==> src/mat_inv_cfg.svh <==
`ifndef MAT_INV_CFG_SVH
`define MAT_INV_CFG_SVH

// Matrix order, 2 to 8
`define MAT_N 5

// Element width, arithmetic wraps here
`define MAT_W 32

// Row and column index width
`define MAT_IDX_W 3

`endif

==> src/mat_inv_pkg.sv <==
`include "mat_inv_cfg.svh"

package mat_inv_pkg;

	// One matrix element
	typedef logic signed [`MAT_W-1:0] word_t;

	// Augmented row, left half is the matrix, right half the inverse
	typedef word_t [2*`MAT_N-1:0] row_t;

	typedef logic [`MAT_IDX_W-1:0] idx_t;

	// Elimination controller states
	typedef enum logic [2:0]
	{
		st_idle,
		st_load,
		st_search,
		st_swap,
		st_fwd,
		st_back,
		st_drain,
		st_fail
	} elim_state_e;

endpackage

==> src/mat_result_out.sv <==
`timescale 1ns/100ps
`include "mat_inv_cfg.svh"

module mat_result_out
(
	input logic clk,
	input logic rst_n,
	input logic drain_start,
	input logic singular,
	output mat_inv_pkg::idx_t out_idx,
	input mat_inv_pkg::row_t out_row,
	output logic out_valid,
	output mat_inv_pkg::word_t out_data,
	output logic done
);

	localparam int EL_W = $clog2(`MAT_N + 1);
	localparam mat_inv_pkg::idx_t LAST = mat_inv_pkg::idx_t'(`MAT_N - 1);

	logic active;
	mat_inv_pkg::idx_t row_cnt;
	logic [EL_W-1:0] elem;

	//////////////////////////////////////////////////////////////////////
	// Row and element counters
	//////////////////////////////////////////////////////////////////////

	always_ff @(posedge clk)
	begin
		if (!rst_n)
		begin
			active <= 1'b0;
			row_cnt <= '0;
			elem <= '0;
			done <= 1'b0;
		end
		else
		begin
			done <= 1'b0;
			if (drain_start)
			begin
				active <= !singular;
				row_cnt <= '0;
				elem <= '0;
				// Singular run ends at once with no words
				done <= singular;
			end
			else if (active)
			begin
				if (elem == EL_W'(`MAT_N))
				begin
					elem <= '0;
					if (row_cnt == LAST)
					begin
						active <= 1'b0;
						done <= 1'b1;
					end
					else
					begin
						row_cnt <= row_cnt + 1'b1;
					end
				end
				else
				begin
					elem <= elem + 1'b1;
				end
			end
		end
	end

	//////////////////////////////////////////////////////////////////////
	// Word select
	//////////////////////////////////////////////////////////////////////

	assign out_idx = row_cnt;
	assign out_valid = active;

	// Diagonal first, then the right half left to right
	assign out_data = (elem == '0) ? out_row[row_cnt] : out_row[`MAT_N + int'(elem) - 1];

endmodule

==> config.mk <==
export PLATFORM = sky130hd
export DESIGN_NAME = mat_result_out
export DESIGN_NICKNAME = d
export VERILOG_FILES = /design/src/mat_inv_pkg.sv /design/src/mat_result_out.sv
export VERILOG_INCLUDE_DIRS = /design/src
export SDC_FILE = /design/constraint.sdc
export NUM_CORES = 1
export LEC_CHECK = 0
export ABC_CLOCK_PERIOD_IN_PS = 5400
export BUFFER_PORTS_ARGS = -buffer_cell sky130_fd_sc_hd__buf_2
export CAP_MARGIN = 5
export CORE_AREA = 3 3 140 142
export DETAILED_ROUTE_END_ITERATION = 6
export DIE_AREA = 0 0 143 145
export GPL_TIMING_DRIVEN = 0
export PLACE_DENSITY_LB_ADDON = 0.25
export SETUP_SLACK_MARGIN = 0.4
export SYNTH_ARGS = -nofsm -noshare
export SYNTH_HDL_FRONTEND = slang
export SYNTH_SLANG_ARGS = --single-unit
==> constraint.sdc <==
create_clock -name clk -period 5.4 [get_ports clk]
set_clock_uncertainty 0.15 [all_clocks]
set_input_delay 0.54 -clock clk [delete_from_list [all_inputs] [get_ports clk]]
set_output_delay 0.54 -clock clk [all_outputs]
set_load 0.005 [all_outputs]
Yosys cells after proc, flatten, opt, wreduce, memory -nomap -nowiden
Cells that the tools add are included.
- bits in registers: 8
- output and inout bits: 37
- word-level logic and storage cells: 33
- add/sub/neg operators: 4
- order comparisons: 2
- equality and inequality tests: 2
- muxes and demuxes: 15
- bitwise gates (word level): 2
- reduce and logical (&&, ||, !) cells: 4
- operators with widths (cell ; count):
    32-bit binary-select mux with 4-bit select ; 1
    32-bit 2-to-1 mux ; 4
    32-bit binary-select mux with 3-bit select ; 1
    1-bit 2-to-1 mux ; 8
    3-bit by 1-bit adder with 3-bit output, second input constant ; 2
    3-bit equality test, second input constant ; 2
    5-bit by 6-bit less-than comparator with 1-bit output, second input constant ; 1
    3-bit by 5-bit less-than comparator with 1-bit output, second input constant ; 1
    4-bit by 1-bit subtractor with 5-bit output, second input constant ; 1
    3-bit by 3-bit adder with 4-bit output, first input constant ; 1
    3-bit logical NOT ; 1
    3-bit 2-to-1 mux ; 1
    3-bit AND reduction ; 1
    1-bit inverter ; 2
    2-bit OR reduction ; 1
    1-bit logical NOT ; 1

Logic depth before layout (Yosys ltp)
Gate-level depths: netlist (run 1).
- depth in word-level cells: 6
- depth in mapped cells: 8
- gate-level depth less buffers: 5

Worst setup path after synthesis (run 1)
No wires, ideal clock.
- path kind: flip-flop to output port
- start point: register row_cnt[0] (netlist: out_idx[0])
- end point: output out_data[0]
- data arrival time: 1465 ps
- required time: 4710 ps
- setup slack: 3245 ps
- cell stages (with the launch flop): 7
- buffers on the path: 3
- cells stage by stage: dfxtp_1 buf_6 buf_8 buf_6 mux4_1 nand2_1 nand3_1
- word-level cells in the longest chain between the ends: 3
- ends and longest elaborated chain (item ; RTL line ; RTL):
    from (decl) ; mat_result_out.sv:21 ; mat_inv_pkg::idx_t row_cnt;
    from (signal assigned) ; mat_result_out.sv:60 ; row_cnt <= row_cnt + 1'b1;
    32-bit binary-select mux with 3-bit select ; mat_result_out.sv:79 ; assign out_data = (elem == '0) ? out_row[row_cnt] : out_row[`MAT_N + int'(elem) - 1];
    32-bit 2-to-1 mux (implied by the code) ; mat_result_out.sv:79 ;
    32-bit 2-to-1 mux ; mat_result_out.sv:79 ;
    to (decl) ; mat_result_out.sv:13 ; output mat_inv_pkg::word_t out_data,
No other way between the ends. The select of a mux whose other input is x is not followed.

Worst setup path after layout (run 1)
- start point: register elem[0]
- end point: output out_data[10]
- word-level cells in the longest chain between the ends: 6
- elaborated cells between the ends (all ways): 7
- classes of those cells: 2 x add/sub; 4 x mux; 1 x reduce/logical
- ends and longest elaborated chain (item ; RTL line ; RTL):
    from (decl) ; mat_result_out.sv:22 ; logic [EL_W-1:0] elem;
    from (signal assigned) ; mat_result_out.sv:65 ; elem <= elem + 1'b1;
    3-bit by 3-bit adder with 4-bit output (no source line) ; n/a ;
    4-bit by 1-bit subtractor with 5-bit output (no source line) ; n/a ;
    32-bit binary-select mux with 4-bit select ; mat_result_out.sv:79 ;
    32-bit 2-to-1 mux (2 in a row) ; mat_result_out.sv:79 ;
    32-bit 2-to-1 mux (*) ; mat_result_out.sv:79 ;
Every way passes the cells marked *; elsewhere a longest branch is shown, timed or not. The select of a mux whose other input is x is not followed.

==> results.md, run 1 <==
* Starting Density at 21.5%
* Max Freq at 0.336 GHz
* CP Launch Type: register
* Initial DRC count at 197
* Post-layout minimum cycle time at 2.98 ns
* Num rows at 50
* Final Max Slew Viols at 0
* Crit path largest cell delay at 0.84 ns
* I/O Pins at 361
* Cell taking the most area after synthesis: mux4_1
* Routed wire length at 22200 µm
* Worst EP arrival at 2.29 ns
* Footprint of the multi-input gates at 0.00351 mm²
* Critical-path maximum fanout at 10
* P&R area growth vs syn at 54.2%
* Register area at 160 µm²
* Least-Margin Pin Slew at 0.918 ns
* Ys Warns at 0
* Worst path slowest cell: nor4_2
* CP required at 4.71 ns
* Setup_tns at 0 ns
* Mapped Avg Cell Area at 10.5 µm²
* Die Span Y at 145 µm
* Worst skew pair latency at 0.23 ns
* Clock transition at path regs at 0.04 ns
* CP delay by family, top: simple AND/OR/NAND/NOR gates
* Filler cells at 1982
* Synth top area share at 32.8%
* Core ar. at 0.0186 mm²
* Relative slew slack at 38.3%
* Root Driver: clkbuf_16
* Status: completed
* Final HPWL from detailed placement at 18000 µm
* Final period utilization at 55.2%
* Layout cells sized above 1 at 60.1%
* Port bufs at 360
* Pwr dens at 74.7 mW/mm²
* Mean number of vias per cell at 5.24
* Post-Layout Cell Count at 978
* Register area share after synthesis at 4.00%
* RSZ-0062 raised after global routing: false
* Final count of hold timing violations at 0
* Post-CTS setup buffers at 0
* Layout Utilization at 33.2%
* Final hold slack at 0.401 ns
* CTS max path bufs at 2
* Inst Count DP at 975
* First-pass GRT wire length at 31500 µm
* Worst min-delay path class: in -> reg
* Die Wd at 143 µm
* Final nets at 1072
* CTS Hold Bufs at 0
* Gp weighted congestion at 0.801
* Wire length per cell at 22.7 µm
* Vias at 5120
* Inserted Clock Buffers at 3
* P_leak at 2.76 nW
* Crit end category: output port
* Worst-path cell chain: nor4_2, buf_2, a22oi_1, nand3_1, buf_2
* Top cells by area, synth: mux4_1 (33%), mux2_2 (9.0%), mux2i_1 (8.5%)
* Overall power at 0.461 mW
* CTS tree: done
* Post-CTS sizing at 0
* Post-synthesis register bit count at 8
* Post-Syn Area at 0.00400 mm²
* Number of global-route vias before repair at 5459
* Clk sinks at 8
* Final setup fails at 0
* Initial antenna violation count at 0
* N_diodes at 0
* Routed Antenna Nets at 0
* GRT overflow at 0
* Crit Path Category: reg -> out
* Largest net degree at the start of global routing at 11
* CTS H-tree depth at 1
* Die Footprint at 0.0207 mm²
* CP dominant cell by count: buf_2
* DRC viols at 0
* Max Cap Viol at 0
* Overall Global Routing Usage at 19.7%
* Distinct cells, synth at 37
* Syn nets at 707
* Worst vdd ir at 53.3 µV
* Crit path buf inv count at 2
* Cells after Synth at 381
* Initial DRT Pass Iterations at 5
-- logic make-up after synthesis --
| logic type | count (synthesis) | share of synthesized area (%) |
|---|---|---|
| mux | 130 | 58.2 |
| compound gates | 105 | 18.4 |
| simple gates | 83 | 10.3 |
| buf+inv | 52 | 8.16 |
| flops | 8 | 4.00 |
| fa+ha+maj | 2 | 0.625 |
| xor+xnor | 1 | 0.219 |
-- Yosys cell counts --
master          number
mux4_1              50
a21oi_1             35
mux2i_1             34
nand2_1             34
a211o_1             32
a22oi_1             32
mux2_2              32
nand3_1             32
buf_2               22
mux4_2              14
clkbuf_1             9
buf_6                8
dfxtp_1              8
buf_4                4
inv_1                4
nor2_1               4
nor2b_1              4
ha_1                 2
o21ai_0              2
or3_1                2
a21boi_0             1
a311oi_1             1
and2_1               1
buf_1                1
buf_8                1
clkbuf_4             1
dlygate4sd1_1        1
dlymetal6s2s_1       1
nand2b_1             1
nand4_1              1
nand4b_1             1
nor4_2               1
nor4b_4              1
o21a_1               1
o31ai_1              1
or3b_1               1
xnor2_1              1
-- metal layers --
metal | part of all wire, % | vias to the layer above | GRT usage (%)
li1 | - | 2359 | -
met5 | 0 | - | 0
met3 | 7.6 | 30 | 2.74
met4 | 1.7 | 0 | 4.18
met1 | 39 | 2430 | 22.8
met2 | 52 | 301 | 37.7
-- worst paths after layout --
| path | start | to | slack (ns) | cells past startpoint |
|---|---|---|---|---|
| min | rst_n | out_valid | 0.40 | 2 |
| max | elem[0] | out_data[10] | 2.42 | 5 |
| min reg2reg | out_idx[1] | out_idx[1] | 0.44 | 2 |
| max reg2reg | out_idx[0] | out_idx[1] | 3.29 | 8 |
-- report_power, final --
group          switching (mW)  internal [mW]
sequential            0.00127         0.0604
combinational           0.106          0.168
clock                  0.0298         0.0956
-- registers in the layout, indices dropped and copies added (netlist names) --
| signal | flops |
|---|---|
| out_valid | 1 |
| elem | 3 |
| out_idx | 3 |
| done | 1 |
-- area by class of cell --
type	count	area share [%]
well taps	234	4.75
clock buffers	3	1.22
flip-flops and latches	8	2.60
inverters	4	0.243
repair buffers	360	29.2
multi-input cells	321	56.9
plain buffers	48	5.05
-- per-stage QoR --
step                area, µm²  worst slack (ns)
floorplan                4000              3.24
global placement         6090              2.53
detailed placement       6090              2.59
CTS                      6170              2.34
global route             6170              2.26
finish                   6170              2.42
-- placed cells by master, fill, tap and decap left out, types with 8 or more instances in the layout --
cell / instances
a211o_1: 32
a21oi_1: 35
a22oi_1: 32
buf_2: 382
buf_6: 8
clkbuf_1: 9
dfxtp_1: 8
mux2_2: 32
mux2i_1: 34
mux4_1: 50
mux4_2: 14
nand2_1: 34
nand3_1: 32
Power figures use the tool's default switching activity.
==> inputs of run 2 (changes only) <==
--- a/config.mk
+++ b/config.mk
@@ -6,7 +6,7 @@
 export SDC_FILE = /design/constraint.sdc
 export NUM_CORES = 1
 export LEC_CHECK = 0
-export ABC_CLOCK_PERIOD_IN_PS = 5400
+export ABC_CLOCK_PERIOD_IN_PS = 2500
 export BUFFER_PORTS_ARGS = -buffer_cell sky130_fd_sc_hd__buf_2
 export CAP_MARGIN = 5
 export CORE_AREA = 3 3 140 142
==> constraint.sdc (replaced) <==
create_clock -name clk -period 2.5 [get_ports clk]
set_clock_uncertainty 0.15 [all_clocks]
set_input_delay 0.25 -clock clk [delete_from_list [all_inputs] [get_ports clk]]
set_output_delay 0.25 -clock clk [all_outputs]
set_load 0.005 [all_outputs]
==> run 2 against run 1 <==
Worst setup slack worse by 2.3 ns; die area unchanged; non-clock buffer count up 16; power up 120%; combinational power up 130%; sequential cell count unchanged; final area up 6.2%; via count up 0.70%; largest cell class unchanged; largest power group unchanged.
==> results.md, run 2 (synthesized netlist as in run 1, its figures left out) <==
* Status: completed
* Layout Utilization at 35.3% (+2.1 points)
* Crit Path Category: reg -> out
* Initial DRT Pass Iterations at 4 (-1)
* Crit end category: output port
* Number of global-route vias before repair at 5558 (+1.8%)
* Worst vdd ir at 115 µV (+120%)
* P&R area growth vs syn at 63.8%
* Final nets at 1088 (+1.5%)
* Core ar. at 0.0186 mm² (unchanged)
* I/O Pins at 361 (unchanged)
* R2r endpoint: out_idx[0]
* Routed Antenna Nets at 0 (unchanged)
* Max Freq at 0.428 GHz
* Least-Margin Pin Slew at 0.316 ns (-0.602 ns)
* Critical-path maximum fanout at 6 (-4)
* Crit path largest cell delay at 0.55 ns (-0.29 ns)
* Worst-path cell chain: buf_12, buf_12, mux4_1, a22oi_1, nand3_2, buf_2
* Routed wire length at 23000 µm (+3.8%)
* Gp weighted congestion at 0.801 (unchanged)
* Die Wd at 143 µm (unchanged)
* Starting Density at 21.5% (unchanged)
* Clk sinks at 8 (unchanged)
* Overall power at 1.02 mW (+120%)
* Crit Reg-Reg Startpoint: out_idx[0]
* Final Max Slew Viols at 0 (unchanged)
* CP dominant cell by count: buf_12
* Relative slew slack at 79.0% (+41 points)
* CP Launch Type: register
* First-pass GRT wire length at 32400 µm (+3.1%)
* Initial antenna violation count at 1 (+1)
* Worst path slowest cell: mux4_1
* Max Cap Viol at 0 (unchanged)
* Num rows at 50 (unchanged)
* Vias at 5156 (+0.70%)
* Crit path buf inv count at 3 (+1)
* Pwr dens at 156 mW/mm² (+110%)
* R2R cell count at 9 (+1)
* Placed inst area at 0.00609 mm² (unchanged)
* Die Footprint at 0.0207 mm² (unchanged)
* Clock transition at path regs at 0.04 ns (about the same)
* Hold Crit Depth at 2 (unchanged)
* Worst min-delay path class: in -> reg
* Port bufs at 360 (unchanged)
* CTS tree: done
* RSZ-0062 raised after global routing: true
* DRC viols at 0 (unchanged)
* CTS max path bufs at 2 (unchanged)
* Overall Global Routing Usage at 20.3% (+0.61 points)
* Inserted Clock Buffers at 3 (unchanged)
* P_leak at 2.85 nW (+3.1%)
* CP required at 2.10 ns (-2.61 ns)
* Root Driver: clkbuf_16
* Commonest non-fill, non-tap cells in the layout: buf_2 (369), mux4_2 (52), a21oi_1 (35)
* Fin area at 0.00655 mm² (+6.2%)
* Wire length per cell at 23.1 µm (+1.9%)
* Pre-CTS setup slack at -0.0178 ns (-2.61 ns)
* Most common cell after layout, fill and taps aside: buf_2
* Hold Path Sink: out_valid
* CP delay by family, top: multiplexers
* Reg2reg setup slack at 0.44 ns (-2.85 ns)
* Initial DRC count at 178 (-9.6%)
* Final count of hold timing violations at 0 (unchanged)
* Setup_tns at 0 ns (unchanged)
* CTS H-tree depth at 1 (unchanged)
* Post-layout minimum cycle time at 2.34 ns
* HP Start: rst_n
* CTS Hold Bufs at 0 (unchanged)
* Worst skew pair latency at 0.23 ns (about the same)
* Die Span Y at 145 µm (unchanged)
* Final HPWL from detailed placement at 18000 µm (unchanged)
* Mean number of vias per cell at 5.18 (-1.1%)
* Setup ws final at 0.161 ns (-2.26 ns)
* Final setup fails at 0 (unchanged)
* GRT overflow at 0 (unchanged)
* Final period utilization at 93.6%
* Worst EP arrival at 1.94 ns (-0.35 ns)
* Layout cells sized above 1 at 70.8% (+11 points)
* Largest net degree at the start of global routing at 11 (unchanged)
==> run 2: final cells by class <==
class	instances	area, µm²
antenna	2	5.00
buffer	48	460
clock buffer	3	75.1
fill	1997	12000
inverter	4	15.0
multi-input combinational	321	3490
sequential	8	165
tap	234	293
timing repair buffer	376	2050
==> run 2: where the power goes <==
part	internal, mW	switching, mW	total, mW
Clock	0.206	0.0625	0.269
Sequential	0.129	0.00301	0.132
Combinational	0.378	0.245	0.623
Total	0.714	0.311	1.02
==> run 2: how the worst max path moves through the flow <==
stage	cells past startpoint	startpoint	to
after detailed placement	5	elem[0]	out_data[10]
after CTS	7	out_idx[0]	out_data[19]
after floorplan	8	out_idx[0]	out_idx[1]
after global routing	7	out_idx[0]	out_data[19]
after global placement	5	elem[0]	out_data[5]
final	6	out_idx[0]	out_data[5]
==> run 2: metal layers <==
metal / up-vias / track usage, % / wire length [µm]
met4: 0 / 4.94 / 412
met5: - / 0 / 0
li1: 2358 / - / -
met2: 299 / 38.1 / 12000
met1: 2473 / 24.0 / 8910
met3: 26 / 2.60 / 1730
==> run 2: what timing repair did <==
action / 4_1_cts / 5_1_grt
pin swaps: 25 / 9
setup buffers: 12 / 0
setup endpoints to repair: 34 / 35
gates resized for setup: 86 / 37
cloned: 3 / 1
==> run 2: stage by stage <==
stage,instances,hold slack (ns)
final,996,0.110
after global routing,995,0.122
after global placement,975,0.341
after CTS,993,0.108
after floorplan,381,0.218
after detailed placement,975,0.344
