**config.mk**
```make
export PLATFORM = sky130hd
export DESIGN_NAME = mat_elim_ctrl_flat
export DESIGN_NICKNAME = d
export VERILOG_FILES = /design/src/mat_inv_pkg.sv /design/src/mat_row_if.sv /design/src/mat_elim_ctrl.sv /design/src/flat_wrapper.sv
export VERILOG_INCLUDE_DIRS = /design/src
export SDC_FILE = /design/constraint.sdc
export NUM_CORES = 1
export LEC_CHECK = 0
export BUFFER_PORTS_ARGS = -buffer_cell sky130_fd_sc_hd__buf_2
export CORE_AREA = 2 2 540 542
export CTS_CLUSTER_SIZE = 24
export DETAILED_ROUTE_END_ITERATION = 8
export DIE_AREA = 0 0 542 544
export GPL_TIMING_DRIVEN = 0
export PLACE_DENSITY = 0.3
export SLEW_MARGIN = 10
export SYNTH_ARGS = -nofsm -noshare
export SYNTH_HDL_FRONTEND = slang
export SYNTH_SLANG_ARGS = --single-unit
```
**constraint.sdc**
```tcl
create_clock -name clk -period 3.1 [get_ports clk]
set_input_delay 0.155 -clock clk [delete_from_list [all_inputs] [get_ports clk]]
set_output_delay 0.155 -clock clk [all_outputs]
set_load 0.02 [all_outputs]
```
**src/mat_inv_cfg.svh**
```systemverilog
`ifndef MAT_INV_CFG_SVH
`define MAT_INV_CFG_SVH

// Matrix order, 2 to 8
`define MAT_N 5

// Element width, arithmetic wraps here
`define MAT_W 32

// Row and column index width
`define MAT_IDX_W 3

`endif

```
**src/mat_inv_pkg.sv**
```systemverilog
`include "mat_inv_cfg.svh"

package mat_inv_pkg;

	// One matrix element
	typedef logic signed [`MAT_W-1:0] word_t;

	// Augmented row, left half is the matrix, right half the inverse
	typedef word_t [2*`MAT_N-1:0] row_t;

	typedef logic [`MAT_IDX_W-1:0] idx_t;

	// Elimination controller states
	typedef enum logic [2:0]
	{
		st_idle,
		st_load,
		st_search,
		st_swap,
		st_fwd,
		st_back,
		st_drain,
		st_fail
	} elim_state_e;

endpackage

```
**src/mat_row_if.sv**
```systemverilog
`timescale 1ns/100ps

interface mat_row_if;

	// Identity initialisation
	logic init_en;

	// Single element load into the left half
	logic load_en;
	mat_inv_pkg::idx_t load_row;
	mat_inv_pkg::idx_t load_col;
	mat_inv_pkg::word_t load_word;

	// Row selects and combinational read data
	mat_inv_pkg::idx_t piv_idx;
	mat_inv_pkg::idx_t tgt_idx;
	mat_inv_pkg::row_t piv_row;
	mat_inv_pkg::row_t tgt_row;

	// Whole row write into tgt_idx, and row exchange
	logic wr_en;
	mat_inv_pkg::row_t upd_row;
	logic swap_en;

	modport ctrl
	(
		output init_en,
		output load_en,
		output load_row,
		output load_col,
		output load_word,
		output piv_idx,
		output tgt_idx,
		output wr_en,
		output upd_row,
		output swap_en,
		input piv_row,
		input tgt_row
	);

	modport store
	(
		input init_en,
		input load_en,
		input load_row,
		input load_col,
		input load_word,
		input piv_idx,
		input tgt_idx,
		input wr_en,
		input upd_row,
		input swap_en,
		output piv_row,
		output tgt_row
	);

endinterface

```
**src/mat_elim_ctrl.sv**
```systemverilog
`timescale 1ns/100ps
`include "mat_inv_cfg.svh"

module mat_elim_ctrl
(
	input logic clk,
	input logic rst_n,
	input logic start,
	input logic in_valid,
	input mat_inv_pkg::word_t in_data,
	output logic busy,
	output logic singular,
	mat_row_if.ctrl row_bus,
	input mat_inv_pkg::row_t upd_row,
	output mat_inv_pkg::idx_t col,
	output logic drain_start
);

	localparam mat_inv_pkg::idx_t LAST = mat_inv_pkg::idx_t'(`MAT_N - 1);
	localparam mat_inv_pkg::idx_t ONE = mat_inv_pkg::idx_t'(1);
	localparam int DRAIN_LEN = `MAT_N * (`MAT_N + 1);
	localparam int CNT_W = $clog2(DRAIN_LEN + 1);

	mat_inv_pkg::elim_state_e state;
	mat_inv_pkg::idx_t k;
	mat_inv_pkg::idx_t cand;
	mat_inv_pkg::idx_t tgt;
	mat_inv_pkg::idx_t ld_row;
	mat_inv_pkg::idx_t ld_col;
	logic [CNT_W-1:0] drain_cnt;
	logic piv_nz;
	logic piv_ready;

	//////////////////////////////////////////////////////////////////////
	// Row store commands
	//////////////////////////////////////////////////////////////////////

	assign row_bus.init_en = (state == mat_inv_pkg::st_idle) && start;
	assign row_bus.load_en = (state == mat_inv_pkg::st_load) && in_valid;
	assign row_bus.load_row = ld_row;
	assign row_bus.load_col = ld_col;
	assign row_bus.load_word = in_data;
	assign row_bus.piv_idx = k;
	assign row_bus.tgt_idx = (state == mat_inv_pkg::st_search ||
		state == mat_inv_pkg::st_swap) ? cand : tgt;
	assign row_bus.swap_en = (state == mat_inv_pkg::st_swap);
	assign row_bus.wr_en = (state == mat_inv_pkg::st_fwd) || (state == mat_inv_pkg::st_back);
	assign row_bus.upd_row = upd_row;

	assign col = k;
	assign busy = (state != mat_inv_pkg::st_idle);

	// Candidate element in the pivot column
	assign piv_nz = (row_bus.tgt_row[k] != '0);

	// Pivot sits in row k, either found there or just swapped in
	assign piv_ready = (state == mat_inv_pkg::st_search && piv_nz && cand == k) ||
		(state == mat_inv_pkg::st_swap);

	//////////////////////////////////////////////////////////////////////
	// State machine
	//////////////////////////////////////////////////////////////////////

	always_ff @(posedge clk)
	begin
		if (!rst_n)
		begin
			state <= mat_inv_pkg::st_idle;
			k <= '0;
			cand <= '0;
			tgt <= '0;
			ld_row <= '0;
			ld_col <= '0;
			drain_cnt <= '0;
			singular <= 1'b0;
			drain_start <= 1'b0;
		end
		else
		begin
			drain_start <= 1'b0;
			case (state)
				mat_inv_pkg::st_idle:
				begin
					if (start)
					begin
						state <= mat_inv_pkg::st_load;
						singular <= 1'b0;
						ld_row <= '0;
						ld_col <= '0;
					end
				end
				mat_inv_pkg::st_load:
				begin
					if (in_valid)
					begin
						if (ld_col == LAST)
						begin
							ld_col <= '0;
							ld_row <= ld_row + ONE;
							if (ld_row == LAST)
							begin
								state <= mat_inv_pkg::st_search;
								k <= '0;
								cand <= '0;
							end
						end
						else
						begin
							ld_col <= ld_col + ONE;
						end
					end
				end
				mat_inv_pkg::st_search:
				begin
					if (!piv_nz)
					begin
						if (cand == LAST)
						begin
							// No usable pivot in this column
							state <= mat_inv_pkg::st_fail;
							singular <= 1'b1;
							drain_start <= 1'b1;
						end
						else
						begin
							cand <= cand + ONE;
						end
					end
					else if (cand != k)
					begin
						state <= mat_inv_pkg::st_swap;
					end
				end
				mat_inv_pkg::st_fwd:
				begin
					if (tgt == LAST)
					begin
						state <= mat_inv_pkg::st_search;
						k <= k + ONE;
						cand <= k + ONE;
					end
					else
					begin
						tgt <= tgt + ONE;
					end
				end
				mat_inv_pkg::st_back:
				begin
					if (tgt == k - ONE)
					begin
						tgt <= '0;
						if (k == ONE)
						begin
							state <= mat_inv_pkg::st_drain;
							drain_start <= 1'b1;
							drain_cnt <= '0;
						end
						else
						begin
							k <= k - ONE;
						end
					end
					else
					begin
						tgt <= tgt + ONE;
					end
				end
				mat_inv_pkg::st_drain:
				begin
					// Busy holds until the output stream has finished
					if (drain_cnt == CNT_W'(DRAIN_LEN))
					begin
						state <= mat_inv_pkg::st_idle;
					end
					else
					begin
						drain_cnt <= drain_cnt + 1'b1;
					end
				end
				default:
				begin
					state <= mat_inv_pkg::st_idle;
				end
			endcase

			// Rows below the pivot, or the backward sweep after the last column
			if (piv_ready)
			begin
				if (k == LAST)
				begin
					state <= mat_inv_pkg::st_back;
					tgt <= '0;
				end
				else
				begin
					state <= mat_inv_pkg::st_fwd;
					tgt <= k + ONE;
				end
			end
		end
	end

endmodule

```
**src/flat_wrapper.sv**
```systemverilog
// flat-port wrapper written by rule: the top's interface ports become plain ports
module mat_elim_ctrl_flat 
  (clk, rst_n, start, in_valid, in_data, busy, singular, upd_row, col, drain_start, row_bus_init_en, row_bus_load_en, row_bus_load_row, row_bus_load_col, row_bus_load_word, row_bus_piv_idx, row_bus_tgt_idx, row_bus_wr_en, row_bus_upd_row, row_bus_swap_en, row_bus_piv_row, row_bus_tgt_row);
  mat_row_if row_bus_i ();
  input logic clk;
  input logic rst_n;
  input logic start;
  input logic in_valid;
  input mat_inv_pkg::word_t in_data;
  output logic busy;
  output logic singular;
  input mat_inv_pkg::row_t upd_row;
  output mat_inv_pkg::idx_t col;
  output logic drain_start;
  output wire logic [$bits(row_bus_i.init_en)-1:0] row_bus_init_en;
  output wire logic [$bits(row_bus_i.load_en)-1:0] row_bus_load_en;
  output wire logic [$bits(row_bus_i.load_row)-1:0] row_bus_load_row;
  output wire logic [$bits(row_bus_i.load_col)-1:0] row_bus_load_col;
  output wire logic [$bits(row_bus_i.load_word)-1:0] row_bus_load_word;
  output wire logic [$bits(row_bus_i.piv_idx)-1:0] row_bus_piv_idx;
  output wire logic [$bits(row_bus_i.tgt_idx)-1:0] row_bus_tgt_idx;
  output wire logic [$bits(row_bus_i.wr_en)-1:0] row_bus_wr_en;
  output wire logic [$bits(row_bus_i.upd_row)-1:0] row_bus_upd_row;
  output wire logic [$bits(row_bus_i.swap_en)-1:0] row_bus_swap_en;
  input wire logic [$bits(row_bus_i.piv_row)-1:0] row_bus_piv_row;
  input wire logic [$bits(row_bus_i.tgt_row)-1:0] row_bus_tgt_row;
  assign row_bus_init_en = row_bus_i.init_en;
  assign row_bus_load_en = row_bus_i.load_en;
  assign row_bus_load_row = row_bus_i.load_row;
  assign row_bus_load_col = row_bus_i.load_col;
  assign row_bus_load_word = row_bus_i.load_word;
  assign row_bus_piv_idx = row_bus_i.piv_idx;
  assign row_bus_tgt_idx = row_bus_i.tgt_idx;
  assign row_bus_wr_en = row_bus_i.wr_en;
  assign row_bus_upd_row = row_bus_i.upd_row;
  assign row_bus_swap_en = row_bus_i.swap_en;
  assign row_bus_i.piv_row = row_bus_piv_row;
  assign row_bus_i.tgt_row = row_bus_tgt_row;
  mat_elim_ctrl u_core (.clk(clk), .rst_n(rst_n), .start(start), .in_valid(in_valid), .in_data(in_data), .busy(busy), .singular(singular), .row_bus(row_bus_i), .upd_row(upd_row), .col(col), .drain_start(drain_start));
endmodule
```
Yosys cells after proc, flatten, opt, wreduce, memory -nomap -nowiden. Index checks and enable logic that the tools add are counted.

Register bits after elaboration: 25. Logic and storage cells: 132.

Add/sub/neg operators: 7. Magnitude comparators: 1. Eq/ne operators: 39. Multiplexer cells: 52. Reductions and logical operators: 24.

Operators by type and width (count): 32-bit binary-select mux with 3-bit select (1); 3-bit 2-to-1 mux (30); 32-bit 2-to-1 mux (1); 32-bit nonzero test (1); 3-bit equality test, second input constant (8); 2-bit != test, second input constant (12); 3-bit by 2-bit != test with 1-bit output, second input constant (8); 3-bit one-hot mux with 2 select lines (3); 3-bit one-hot mux with 3 select lines (2); 3-bit one-hot mux with 6 select lines (1); 3-bit by 1-bit adder with 3-bit output, second input constant (5); 5-bit 2-to-1 mux (3); 7-bit AND reduction (2); 4-bit AND reduction (3); 3-bit nonzero test (4); 5-bit one-hot mux with 2 select lines (1); 10-bit AND reduction (1); 1-bit 2-to-1 mux (8); 3-bit by 1-bit equality test with 1-bit output, second input constant (2); 3-bit by 2-bit equality test with 1-bit output, second input constant (2); 3-bit equality test (2); 2-bit nonzero test (3); 5-bit by 1-bit adder with 5-bit output, second input constant (1); 5-bit equality test, second input constant (1); other kinds (12) (18).

Depth between registers and ports, before layout.
Depth in word-level cells: 8. Depth in mapped cells: 11.

Least setup slack after synthesis. OpenSTA, ideal clock, no wires.

Kind: flip-flop to flip-flop. Start: register u_core.k[0] (netlist: u_core.col[0]). End: register u_core.k[0] (netlist: u_core.col[0]). Library setup time: 0.065 ns. Arrival: 2.589 ns. Data required time: 3.035 ns. Path slack: 0.446 ns. Stages on the path, launching flop included: 11. Buffers on the path: 1. Path through: dfxtp_1 > buf_2 > inv_2 > ha_1 > xnor2_1 > nor3_1 > a21oi_1 > nor4_1 > nand2_1 > mux2_1 > nor2_1.

Longest elaborated chain between the ends: 4. Elaborated cells between the ends (all ways): 11. Classes of those cells: add/sub (2); eq/ne (4); mux (4); reduce/logical (1).

RTL lines: start, declared (RTL line mat_elim_ctrl.sv:25) `mat_inv_pkg::idx_t k;`; start signal, assigned (RTL line mat_elim_ctrl.sv:139) `k <= k + ONE;`; start signal, assigned (RTL line mat_elim_ctrl.sv:160) `k <= k - ONE;`; 3-bit by 1-bit subtractor with 3-bit output (RTL line mat_elim_ctrl.sv:149, mat_elim_ctrl.sv:160); 3-bit equality test / 3-bit 2-to-1 mux (equally long branches) (RTL line mat_elim_ctrl.sv:149, mat_elim_ctrl.sv:152); 2-bit != test (no line) / 3-bit 2-to-1 mux (equally long branches); 7-bit AND reduction (no line) / 3-bit one-hot mux with 3 select lines (equally long branches).

Parallel ways exist; a longest one is shown, timed or not. The select of a mux whose other input is x is not followed. A chain may end at the register's enable or synchronous reset.

Worst setup path after layout.
Start: register u_core.k[0] (netlist: u_core.col[0]). End: register u_core.singular.

Longest elaborated chain between the ends: 5.

RTL lines: 32-bit binary-select mux with 3-bit select (RTL line mat_elim_ctrl.sv:54) `assign piv_nz = (row_bus.tgt_row[k] != '0);`; 32-bit 2-to-1 mux (not written as such) (RTL line mat_elim_ctrl.sv:54); 32-bit nonzero test (RTL line mat_elim_ctrl.sv:54); 2-bit != test (no line); 4-bit AND reduction (no line); end signal, assigned (RTL line mat_elim_ctrl.sv:75) `singular <= 1'b0;`; end signal, assigned (RTL line mat_elim_ctrl.sv:87) `singular <= 1'b0;`; end signal, assigned (RTL line mat_elim_ctrl.sv:121) `singular <= 1'b1;`; end, declared (RTL line mat_elim_ctrl.sv:12) `output logic singular,`.

No other way between the ends. The select of a mux whose other input is x is not followed.

==> flow_metrics.tcl <==
set metrics [dict create \
    p_leak_uw 0.005237 \
    yosys-top-cells-count "355 x buf_4, 46 x nor4_1, 36 x nor2_1" \
    nNetsFinal 2350 \
    max-vdd-ir-drop_mv 0.1364 \
    yosys.area.top_type "buf_4" \
    clk_pin_slew_ns 0.07 \
    fin_skew_ns 0.005132 \
    violations "negative setup slack" \
    fmax_ghz 0.3109 \
    min_path_type "in -> reg" \
    grt_first_pass_wirelength_mm 73.44 \
    dieArea_sq_um 294800 \
    cts_buffer_depth 2 \
    place_area_sq_um 13110 \
    hold_buffers 0 \
    drt_iter0_drc 184 \
    antenna_found_initial 59 \
    p_comb_frac 0.718 \
    yosysTopAreaCellShare 0.5281 \
    use_met2 0.08780 \
    start_util 0.01744 \
    report.final.hold_viol_count 0 \
    cts.sinks 25 \
    fp.dieW_microns 542 \
    numPortBuffers 632 \
    core_area_sq_um 289400 \
    power_uw 2581 \
    holdWs_ns 0.2737 \
    syn_nets 1691 \
    vias_per_cell 1.423 \
    outcome "finished, violations left" \
    grt_max_degree 15 \
    p_switching_uw 1254 \
    cts_root_buf "clkbuf_16" \
    drcViolationCount 0 \
    die_h_microns 544 \
    end_kind "flop" \
    overflow 0 \
    synth.most_common_cell "buf_4" \
    rrSetupSlack_ns -0.12 \
    slew_violations 0 \
    crit_slowest_cell "nand4_1" \
    top_usage_layer "met2" \
    ys_seq_area_frac 0.09918 \
    seqPwrFrac 0.161 \
    grt_pass1_vias 7026 \
    vias 7337 \
    async_reset_ff_frac 0 \
    grtUsageMet3 0.01536 \
    synth_cell_types 49 \
    finalWorstSetupSlack_ns -0.1166 \
    netlist_area_sq_um 5046 \
    globalplace.congestion 1.101 \
    syn_area_per_cell_sq_um 7.410 \
    synth-edff-count 0 \
    crit_path_max_fanout 4 \
    cts.htree.levels 1 \
    multi_input_area_sq_um 1923 \
    fillers 34350 \
    rsz0062_at_grt "yes" \
    setup_tns_ns -0.5259 \
    wirelength_mm 64.15 \
    dp_hpwl_mm 59.52 \
    synthFlopType "dfxtp_1" \
    crit_chain "buf_12, buf_16, nor4_4, nand4_1, nor4_2, o21ai_1, a21o_1, and2_4, or3_4, buf_4, a21oi_1" \
    sw_frac_of_total 0.4860 \
    setup_violations 7 \
    max_slew.worst_pin.slew_ns 1.067 \
    cp.arrival_ns 3.41 \
    yosysWarnings 0 \
    critPathKind "reg -> reg" \
    numCtsBuffers 3 \
    powerDensity_nw_per_um2 191.0 \
    area_delta_synth_final_pct 167.8 \
    netlist_instances 681 \
    p_int_uw 1327 \
    required_ns 3.30 \
    wl_per_cell_microns 12.44 \
    synth-seq-cells 25 \
    drive_gt1_frac 0.7827 \
    grt_use_total 0.03971 \
    clockPowerShare 0.121 \
    ios 1370 \
    use_met1 0.02462 \
    cap_violations 0 \
    layout_min_cycle_time_ns 3.217 \
    critPathMaxStageDelay_ns 0.71 \
    clock_latency_ns 0.27 \
    first_pass_iters 4 \
    ant_nets 0 \
    tritoncts "done" \
    relSlewSlack 0.2822 \
    postLayoutCoreUtil 0.04670 \
    postLayoutCellArea_sq_um 13510 \
    critPathLaunchType "flop" \
    final-seq-area_sq_um 508.0 \
    synth_area_leaders "buf_4 53%, dfxtp_1 9.9%, nor4_1 5.7%" \
    rows 198 \
    finalCritPeriodShare 1.038 \
]
metal layers:
| metal | routed length, microns | vias up |
|---|---|---|
| met5 | 76 | - |
| met1 | 13890 | 3067 |
| li1 | - | 3293 |
| met4 | 5126 | 12 |
| met2 | 37660 | 823 |
| met3 | 7395 | 142 |
cell type report:
type,count,share of cell area
antenna,17,0.003148
buffer,363,0.2024
clock buffer,3,0.005556
clock inverter,1,0.0003704
inverter,17,0.005093
multi-input combinational,276,0.1423
sequential,25,0.03760
tap,3800,0.3519
timing repair buffer,654,0.2516
through the flow:
step                instances  worst slack (ns)
floorplan                 681            0.4459
detailed placement       5122            -1.818
global placement         5113            -6.239
finish                   5156           -0.1166
CTS                      5139           -0.3886
global route             5153           -0.2370
cells in the final DEF, fill, tap and decap left out, drive strengths merged, types with 3 or more instances in the layout:
cell type,Yosys,final
a22oi,4,4
or4,6,6
o21ai,14,14
inv,17,17
dfxtp,25,25
a21oi,15,15
nor4,48,48
a21o,3,3
a31oi,5,5
nand3,8,8
clkbuf,6,9
a221oi,3,3
nor2b,4,4
mux2,4,4
xnor2,5,5
nor2,36,36
buf,357,1011
xor2,10,10
nand4,16,16
nand2,33,33
nor3,12,12
and2,3,3
ha,14,14
diode,0,17
or3,5,5
mux2i,5,5
cell families (layout without fill, tap and decap cells):
family | after synthesis | after routing | share of synthesized area
XOR/XNOR | 16 | 16 | 0.03074
AO/OA/AOI/OAI | 58 | 58 | 0.07811
AND/OR/NAND/NOR | 179 | 179 | 0.1912
flip-flops | 25 | 25 | 0.09918
other | 0 | 17 | 0
buffers and inverters | 380 | 1038 | 0.5472
multiplexers | 9 | 9 | 0.01884
adder cells (fa/ha/maj) | 14 | 14 | 0.03471
timing repair:
action,in CTS,in global routing
setup endpoints to repair,19,17
buffers inserted,13,0
pin swaps,20,7
gates resized for setup,31,3
gates cloned,0,0
worst max-delay path, delay by kind of cell, from the launching register on:
kind / cells / cell delay [ns]
compound gates: 3 / 0.49
flops: 1 / 0.36
simple gates: 5 / 1.81
buf+inv: 3 / 0.43
power by group through the flow:
| stage | clock, uW | sequential, uW | combinational [uW] |
|---|---|---|---|
| finish | 312 | 416 | 1850 |
| global route | 337 | 423 | 1990 |
| CTS | 329 | 416 | 1880 |
| detailed placement | 0 | 424 | 1830 |
| global placement | 0 | 426 | 1840 |
| floorplan | 0 | 425 | 1080 |
state kept, by name (all words and copies together), names as in the netlist:
| name | count |
|---|---|
| u_core.tgt | 3 |
| u_core.drain_cnt | 5 |
| u_core.state | 3 |
| u_core.row_bus.load_row | 3 |
| u_core.drain_start | 1 |
| u_core.singular | 1 |
| u_core.col | 3 |
| u_core.row_bus.load_col | 3 |
| u_core.cand | 3 |
worst paths after layout:
| path | start | endpoint | cells past startpoint |
|---|---|---|---|
| worst min-delay path | in_valid | u_core.row_bus.load_col[1]$_SDFFE_PN0P_ | 3 |
| worst max-delay path | u_core.col[0]$_SDFFE_PN0P_ | u_core.singular$_SDFFE_PN0P_ | 11 |
| worst min register to register | u_core.singular$_SDFFE_PN0P_ | u_core.singular$_SDFFE_PN0P_ | 2 |
| worst max register to register | u_core.col[0]$_SDFFE_PN0P_ | u_core.singular$_SDFFE_PN0P_ | 11 |
Note: power is estimated with default switching activity, not from simulation.
